## config.mk

```make
export PLATFORM = sky130hd
export DESIGN_NAME = board_ctrl_top
export DESIGN_NICKNAME = d
export VERILOG_FILES = /design/src/source/wb_bus_pkg.sv /design/src/source/sys_regs_pkg.sv /design/src/source/board_ctrl_top.sv /design/src/source/reset_sequencer.sv /design/src/source/sys_block.sv /design/src/source/wb_slave_decode.sv /design/src/source/wb_sram.sv
export SDC_FILE = /design/constraint.sdc
export NUM_CORES = 1
export LEC_CHECK = 0
export ABC_AREA = 0
export BUFFER_PORTS_ARGS = -buffer_cell sky130_fd_sc_hd__buf_4
export CAP_MARGIN = 20
export CORE_MARGIN = 4
export CORE_UTILIZATION = 35
export DETAILED_ROUTE_END_ITERATION = 10
export GPL_TIMING_DRIVEN = 0
export PLACE_DENSITY_LB_ADDON = 0.3
export SYNTH_ARGS = -nofsm -noshare
export SYNTH_HDL_FRONTEND = slang
export SYNTH_SLANG_ARGS = --single-unit
export TNS_END_PERCENT = 5
```

## constraint.sdc

```tcl
create_clock -name wb_clk_i -period 4.1 [get_ports wb_clk_i]
set_input_delay 0.205 -clock wb_clk_i [delete_from_list [all_inputs] [get_ports wb_clk_i]]
set_output_delay 0.205 -clock wb_clk_i [all_outputs]
set_load 0.03 [all_outputs]
```

## src/source/wb_bus_pkg.sv

```systemverilog
package wb_bus_pkg;

  typedef logic [31:0] wb_adr_t; // byte address.
  typedef logic [15:0] wb_dat_t;
  typedef logic [1:0]  wb_sel_t; // one select per byte lane.

  typedef struct packed {
    logic    cyc;
    logic    stb;
    logic    we;
    wb_sel_t sel;
    wb_adr_t adr;
    wb_dat_t dat;
  } wb_req_t;

  typedef struct packed {
    logic    ack;
    wb_dat_t dat;
  } wb_rsp_t;

  // bit 8 picks the region, bits 31:9 must be clear.
  localparam wb_adr_t SYS_BASE  = 32'h0000_0000;
  localparam wb_adr_t SRAM_BASE = 32'h0000_0100;

  localparam int SRAM_DEPTH = 64;
  localparam int SRAM_AW    = 6; // word address bits.

endpackage

```

## src/source/sys_regs_pkg.sv

```systemverilog
package sys_regs_pkg;

  // register index, taken from word address bits 4:1.
  typedef enum logic [3:0] {
    REG_BOARD_ID     = 4'd0,
    REG_REV_MAJOR    = 4'd1,
    REG_REV_MINOR    = 4'd2,
    REG_REV_RCS      = 4'd3,
    REG_RCS_UPTODATE = 4'd4,
    REG_SCRATCHPAD   = 4'd5,
    REG_SOFT_RESET   = 4'd6,
    REG_USER_IRQ     = 4'd7
  } sys_reg_e;

  localparam wb_bus_pkg::wb_dat_t BOARD_ID  = 16'hdead;
  localparam wb_bus_pkg::wb_dat_t REV_MAJOR = 16'h0001;
  localparam wb_bus_pkg::wb_dat_t REV_MINOR = 16'h0004;
  localparam wb_bus_pkg::wb_dat_t REV_RCS   = 16'h3a7c;

  localparam logic RCS_UPTODATE = 1'b1; // no local changes at build time.

  // user reset stays asserted this long after all sources release.
  localparam int RST_HOLD_CYCLES = 8;

endpackage

```

## src/source/board_ctrl_top.sv

```systemverilog
`timescale 1ns/100ps

module board_ctrl_top (
  input  logic                wb_clk_i,
  input  logic                wb_rst_i,
  input  wb_bus_pkg::wb_req_t wb_req_i,
  output wb_bus_pkg::wb_rsp_t wb_rsp_o,
  output logic                irq_o,
  output logic                user_rst_o
);

  wb_bus_pkg::wb_req_t sys_req;
  wb_bus_pkg::wb_rsp_t sys_rsp;
  wb_bus_pkg::wb_req_t sram_req;
  wb_bus_pkg::wb_rsp_t sram_rsp;
  logic                soft_reset;

  wb_slave_decode u_wb_slave_decode (
    .wb_clk_i   (wb_clk_i),
    .wb_rst_i   (wb_rst_i),
    .m_req_i    (wb_req_i),
    .m_rsp_o    (wb_rsp_o),
    .sys_req_o  (sys_req),
    .sys_rsp_i  (sys_rsp),
    .sram_req_o (sram_req),
    .sram_rsp_i (sram_rsp)
  );

  sys_block u_sys_block (
    .wb_clk_i     (wb_clk_i),
    .wb_rst_i     (wb_rst_i),
    .wb_req_i     (sys_req),
    .wb_rsp_o     (sys_rsp),
    .soft_reset_o (soft_reset),
    .user_irq_o   (irq_o)
  );

  wb_sram u_wb_sram (
    .wb_clk_i (wb_clk_i),
    .wb_rst_i (wb_rst_i),
    .wb_req_i (sram_req),
    .wb_rsp_o (sram_rsp)
  );

  reset_sequencer u_reset_sequencer (
    .wb_clk_i     (wb_clk_i),
    .wb_rst_i     (wb_rst_i),
    .soft_reset_i (soft_reset),
    .user_rst_o   (user_rst_o)
  );

endmodule

```

## src/source/reset_sequencer.sv

```systemverilog
`timescale 1ns/100ps

module reset_sequencer (
  input  logic wb_clk_i,
  input  logic wb_rst_i,
  input  logic soft_reset_i,
  output logic user_rst_o
);

  localparam int CNT_W = $clog2(sys_regs_pkg::RST_HOLD_CYCLES + 1);

  typedef logic [CNT_W-1:0] hold_cnt_t;

  localparam hold_cnt_t HOLD = hold_cnt_t'(sys_regs_pkg::RST_HOLD_CYCLES);

  hold_cnt_t hold_cnt;

  // reload while any source is active, count down once all are released.
  always_ff @(posedge wb_clk_i) begin
    if (wb_rst_i) begin
      hold_cnt <= HOLD;
    end else if (soft_reset_i) begin
      hold_cnt <= HOLD;
    end else if (hold_cnt != '0) begin
      hold_cnt <= hold_cnt - hold_cnt_t'(1);
    end
  end

  // sources assert at once, release is stretched by the counter.
  assign user_rst_o = wb_rst_i | soft_reset_i | (hold_cnt != '0);

endmodule

```

## src/source/sys_block.sv

```systemverilog
`timescale 1ns/100ps

module sys_block (
  input  logic                wb_clk_i,
  input  logic                wb_rst_i,
  input  wb_bus_pkg::wb_req_t wb_req_i,
  output wb_bus_pkg::wb_rsp_t wb_rsp_o,
  output logic                soft_reset_o,
  output logic                user_irq_o
);

  logic                  ack_q;
  logic                  accept;
  logic                  wr_en;
  sys_regs_pkg::sys_reg_e req_idx;
  sys_regs_pkg::sys_reg_e rd_idx;
  wb_bus_pkg::wb_dat_t   scratch_pad;
  wb_bus_pkg::wb_dat_t   rd_dat;

  assign accept  = wb_req_i.cyc & wb_req_i.stb & ~ack_q; // no re-ack while ack is high.
  assign wr_en   = accept & wb_req_i.we;
  assign req_idx = sys_regs_pkg::sys_reg_e'(wb_req_i.adr[4:1]);

  always_ff @(posedge wb_clk_i) begin
    if (wb_rst_i) begin
      ack_q        <= 1'b0;
      soft_reset_o <= 1'b0;
      user_irq_o   <= 1'b0;
    end else begin
      ack_q <= accept;
      if (wr_en && wb_req_i.sel[0]) begin
        if (req_idx == sys_regs_pkg::REG_SOFT_RESET) begin
          soft_reset_o <= wb_req_i.dat[0];
        end
        if (req_idx == sys_regs_pkg::REG_USER_IRQ) begin
          user_irq_o <= wb_req_i.dat[0];
        end
      end
    end
  end

  always_ff @(posedge wb_clk_i) begin
    if (accept) begin
      rd_idx <= req_idx; // read data is muxed from this in the ack cycle.
    end
    if (wr_en && req_idx == sys_regs_pkg::REG_SCRATCHPAD) begin
      if (wb_req_i.sel[0]) begin
        scratch_pad[7:0] <= wb_req_i.dat[7:0];
      end
      if (wb_req_i.sel[1]) begin
        scratch_pad[15:8] <= wb_req_i.dat[15:8];
      end
    end
  end

  // read-only indices ignore writes, unused ones read as zero.
  always_comb begin
    case (rd_idx)
      sys_regs_pkg::REG_BOARD_ID:     rd_dat = sys_regs_pkg::BOARD_ID;
      sys_regs_pkg::REG_REV_MAJOR:    rd_dat = sys_regs_pkg::REV_MAJOR;
      sys_regs_pkg::REG_REV_MINOR:    rd_dat = sys_regs_pkg::REV_MINOR;
      sys_regs_pkg::REG_REV_RCS:      rd_dat = sys_regs_pkg::REV_RCS;
      sys_regs_pkg::REG_RCS_UPTODATE: rd_dat = {15'b0, sys_regs_pkg::RCS_UPTODATE};
      sys_regs_pkg::REG_SCRATCHPAD:   rd_dat = scratch_pad;
      sys_regs_pkg::REG_SOFT_RESET:   rd_dat = {15'b0, soft_reset_o};
      sys_regs_pkg::REG_USER_IRQ:     rd_dat = {15'b0, user_irq_o};
      default:                        rd_dat = '0;
    endcase
  end

  assign wb_rsp_o.ack = ack_q;
  assign wb_rsp_o.dat = rd_dat;

endmodule

```

## src/source/wb_slave_decode.sv

```systemverilog
`timescale 1ns/100ps

module wb_slave_decode (
  input  logic                wb_clk_i,
  input  logic                wb_rst_i,
  input  wb_bus_pkg::wb_req_t m_req_i,
  output wb_bus_pkg::wb_rsp_t m_rsp_o,
  output wb_bus_pkg::wb_req_t sys_req_o,
  input  wb_bus_pkg::wb_rsp_t sys_rsp_i,
  output wb_bus_pkg::wb_req_t sram_req_o,
  input  wb_bus_pkg::wb_rsp_t sram_rsp_i
);

  logic mapped;
  logic sel_sys;
  logic sel_sram;
  logic unmapped_ack;

  assign mapped   = (m_req_i.adr[31:9] == '0);
  assign sel_sys  = mapped & (m_req_i.adr[8] == wb_bus_pkg::SYS_BASE[8]);
  assign sel_sram = mapped & (m_req_i.adr[8] == wb_bus_pkg::SRAM_BASE[8]);

  always_comb begin
    sys_req_o      = m_req_i;
    sys_req_o.stb  = m_req_i.stb & sel_sys; // only the addressed slave sees stb.
    sram_req_o     = m_req_i;
    sram_req_o.stb = m_req_i.stb & sel_sram;
  end

  // terminate unmapped accesses so the master never waits forever.
  always_ff @(posedge wb_clk_i) begin
    if (wb_rst_i) begin
      unmapped_ack <= 1'b0;
    end else begin
      unmapped_ack <= m_req_i.cyc & m_req_i.stb & ~mapped & ~unmapped_ack;
    end
  end

  always_comb begin
    if (sel_sys) begin
      m_rsp_o = sys_rsp_i;
    end else if (sel_sram) begin
      m_rsp_o = sram_rsp_i;
    end else begin
      m_rsp_o.ack = unmapped_ack;
      m_rsp_o.dat = '0; // unmapped reads return zero.
    end
  end

endmodule

```

## src/source/wb_sram.sv

```systemverilog
`timescale 1ns/100ps

module wb_sram (
  input  logic                wb_clk_i,
  input  logic                wb_rst_i,
  input  wb_bus_pkg::wb_req_t wb_req_i,
  output wb_bus_pkg::wb_rsp_t wb_rsp_o
);

  localparam int LANES = $bits(wb_bus_pkg::wb_sel_t);

  typedef logic [wb_bus_pkg::SRAM_AW-1:0] word_adr_t;

  wb_bus_pkg::wb_dat_t mem [wb_bus_pkg::SRAM_DEPTH];
  wb_bus_pkg::wb_dat_t rd_dat;
  word_adr_t           word_adr;
  logic                ack_q;
  logic                accept;

  assign word_adr = wb_req_i.adr[wb_bus_pkg::SRAM_AW:1]; // bit 0 is the byte within a word.
  assign accept   = wb_req_i.cyc & wb_req_i.stb & ~ack_q;

  always_ff @(posedge wb_clk_i) begin
    if (wb_rst_i) begin
      ack_q <= 1'b0;
    end else begin
      ack_q <= accept;
    end
  end

  always_ff @(posedge wb_clk_i) begin
    if (accept) begin
      rd_dat <= mem[word_adr];
      if (wb_req_i.we) begin
        for (int i = 0; i < LANES; i++) begin
          if (wb_req_i.sel[i]) begin
            mem[word_adr][8*i +: 8] <= wb_req_i.dat[8*i +: 8];
          end
        end
      end
    end
  end

  assign wb_rsp_o.ack = ack_q;
  assign wb_rsp_o.dat = rd_dat;

endmodule

```

==> flow_summary.yaml <==
route:
  vias: 27120
  drt_wl_total_um: 171000
  wl_per_cell_um: 39.26
  drtIter0Drc: 5271
  ant_nets: 0
  via_per_inst: 6.226
  route.detailed.drc: 0
  dr.pass1.iters: 8
run:
  cap_violations: 0
placed_design:
  dp_hpwl_um: 113000
  gp_congestion: 0.9911
  io_buffer_count: 69
  dpl_cell_area_sq_mm: 0.04508
  placedCellCount: 4135
global_routing:
  grt_pass1_vias: 25750
  overflow: 0
  grt_pass1_wl_um: 226400
  grt_max_degree: 68
  grt_usage_pct: 26.54
  antenna_found_initial: 11
logic_synthesis:
  yosysSeqAreaShare_pct: 76.29
  synth_edf_count: 1060
  async_flop_share_pct: 0
  syn_nets: 2483
  syn_area_sq_mm: 0.04196
  avgSynthCellArea_sq_um: 17.30
  synth_top_flop_cell: "edfxtp_1"
  ys_seq_elements: 1069
  synth_cell_type_count: 66
  synthCells: 2426
  yosysWarnings: 0
cts:
  path_clk_slew_ns: 0.06
  numCtsBuffers: 106
  post-cts-setup-buffer-count: 0
  worstSkewPairLatency_ns: 0.69
  cts_sinks: 1069
  cts_buffer_depth: 3
  tritoncts: "done"
  cts_max_level: 3
  cts_root_buf: "clkbuf_16"
worst_setup_path:
  end_kind: "register"
  cp_max_fo: 10
  slowest_delay_ns: 1.02
  cp-start-kind: "input port"
  critPathBufInv: 4
  crit_chain: "buf_4 > buf_2 > buf_4 > nand2b_1 > nor2_1 > clkbuf_1 > nand2_1 > nor2_1"
  required_ns: 4.40
  r2r_start: "u_wb_sram.ack_q$_SDFF_PP0_"
  cpLargestDelayFamily: "simple AND/OR/NAND/NOR gates"
  startpoint: "wb_req_i[17]"
  cp_slowest_cell: "clkbuf_1"
  critical_path_class: "input port to register"
  cp_data_arrival_time_ns: 4.80
min_path:
  min_from: "wb_req_i[7]"
  min_path_type: "input port to register"
timing:
  finalHoldViolations: 0
  max_freq_mhz: 222.4
  min_period_ns: 4.496
  slew_viol_final: 0
  period_share_pct: 109.6
  worst_hold_slack_ns: 0.07161
  finalClockSkew_ns: 0.02669
  layout_setup_ws_ns: -0.3956
  setup_viol: 204
  tightest_slew_ns: 1.347
  slew_headroom_pct: 10.19
  rsz0062_at_grt: "yes"
power_and_ir_drop:
  p_switching_mw: 5.563
  p_leak_nw: 15.51
  p_clk_share_pct: 41.8
  fin_total_pwr_mw: 23.65
  p_sw_share_pct: 23.52
  p_int_mw: 18.09
  combPwrFrac_pct: 7.3
  vdd_drop_max_mv: 0.3398
  seqPwrFrac_pct: 50.9
  power.density_mw_per_mm2: 484.6
finish:
  syn2layout_area_growth_pct: 16.31
  final_common_cell: "edfxtp_1"
  fin_cells: 4355
  finalInstanceArea_sq_mm: 0.04880
  drive_above_1_share_pct: 20.16
  final_util_pct: 41.17
  final_cell_mix: "1060 x edfxtp_1, 220 x nor2_1, 123 x a221oi_1, 108 x clkbuf_16, 107 x nand2_1"
  nets: 2721
floorplanning:
  io_pins: 74
  dieWidth_um: 354.2
  die_area_sq_mm: 0.1255
  core_sq_mm: 0.1186
  die_y_um: 354.2
  num_rows: 126
  initial_core_util_pct: 35.39
status:
  outcome: "finished with violations"
  failed_checks: "negative setup slack"
power groups by stage:
| stage | sequential, mW | combinational [mW] | clock (mW) |
|---|---|---|---|
| after floorplan | 12.3 | 0.667 | 0 |
| after global placement | 12.3 | 1.56 | 0 |
| after detailed placement | 12.3 | 1.63 | 0 |
| after CTS | 12.0 | 1.64 | 9.86 |
| after global routing | 12.0 | 1.72 | 10.3 |
| final | 12.0 | 1.73 | 9.88 |
repair_timing:
item                                   4_1_cts  5_1_grt
hold buffers                                10        0
endpoints found under the hold margin       11        0
gates cloned                                 0        0
setup endpoints to repair                   64      172
gates resized for setup                      0       15
cell usage after synthesis, drive strengths merged (3+ instances only):
library cell | count | area (sq um)
edfxtp | 1060 | 31830
nor2 | 231 | 867.1
nand2b | 6 | 37.54
a31oi | 11 | 68.82
and3b | 3 | 26.28
a221o | 14 | 140.1
a21oi | 84 | 420.4
a22o | 24 | 210.2
o2bb2ai | 12 | 105.1
nand2 | 107 | 401.6
o311ai | 4 | 35.03
a22oi | 57 | 427.9
nor2b | 11 | 68.82
nand4 | 11 | 68.82
o21ai | 60 | 300.3
or3 | 3 | 18.77
o211ai | 8 | 60.06
o2111ai | 5 | 43.79
a211oi | 7 | 52.55
mux2i | 93 | 930.9
a221oi | 125 | 1107
clkbuf | 63 | 236.5
o221ai | 20 | 175.2
nor4 | 7 | 43.79
o22ai | 23 | 143.9
nand3 | 22 | 110.1
and3 | 10 | 62.56
o22a | 9 | 78.83
and2 | 5 | 31.28
or2 | 3 | 18.77
buf | 101 | 596.8
dfxtp | 9 | 180.2
mux4 | 72 | 1622
inv | 7 | 26.28
nor3 | 14 | 81.33
mux2 | 94 | 1062
area by class of cell:
class / count / area (sq um)
sequential: 1069 / 32010
fill: 10720 / 69750
clock buffer: 132 / 2813
clock inverter: 65 / 644.4
multi-input combinational: 1184 / 9144
inverter: 9 / 33.78
antenna: 2 / 5.005
tap: 1600 / 2002
timing repair buffer: 130 / 1314
buffer: 164 / 837.1
kinds of logic after synthesis:
family	Yosys count	share of synthesized area, %
mux	259	8.615
simple gates	441	4.536
fa+ha+maj	2	0.05963
xor+xnor	1	0.02088
compound gates	481	8.412
flops	1069	76.29
buf+inv	173	2.067
worst paths after layout:
kind,slack [ns],depth (start not counted),end
setup reg to reg,0.18,4,u_wb_sram.mem[56][8]$_DFFE_PP_
hold / removal,0.07,1,u_wb_sram.mem[53][7]$_DFFE_PP_
setup / recovery,-0.40,8,u_wb_sram.mem[10][14]$_DFFE_PP_
hold reg to reg,0.51,1,u_reset_sequencer.hold_cnt[1]$_SDFFE_PP0P_
through the flow:
step,setup slack (ns),setup TNS (ns)
2_1_floorplan,0.6399,0
3_3_place_gp,-2.007,-1151.94
3_5_place_dp,-0.8663,-189.92
4_1_cts,-0.1367,-5.361
5_1_grt,-0.1355,-6.915
6_report,-0.3956,-39.42
state kept, by name, summed over array words and instances (netlist names):
signal                          flops
u_wb_sram.mem                    1024
u_sys_block.scratch_pad            16
u_wb_sram.rd_dat                   16
u_reset_sequencer.hold_cnt          4
u_sys_block.rd_idx                  4
u_sys_block.ack_q                   1
u_sys_block.soft_reset_o            1
u_sys_block.user_irq_o              1
u_wb_slave_decode.unmapped_ack      1
u_wb_sram.ack_q                     1
routing by layer:
layer,vias to the layer above,share of wire [%],GRT usage [%]
li1,10330,-,-
met1,13860,36,34.42
met2,2353,42,39.08
met3,575,14,8.642
met4,4,7.3,15.48
met5,-,0.011,0
No activity file was read; power rests on OpenSTA's default activity.
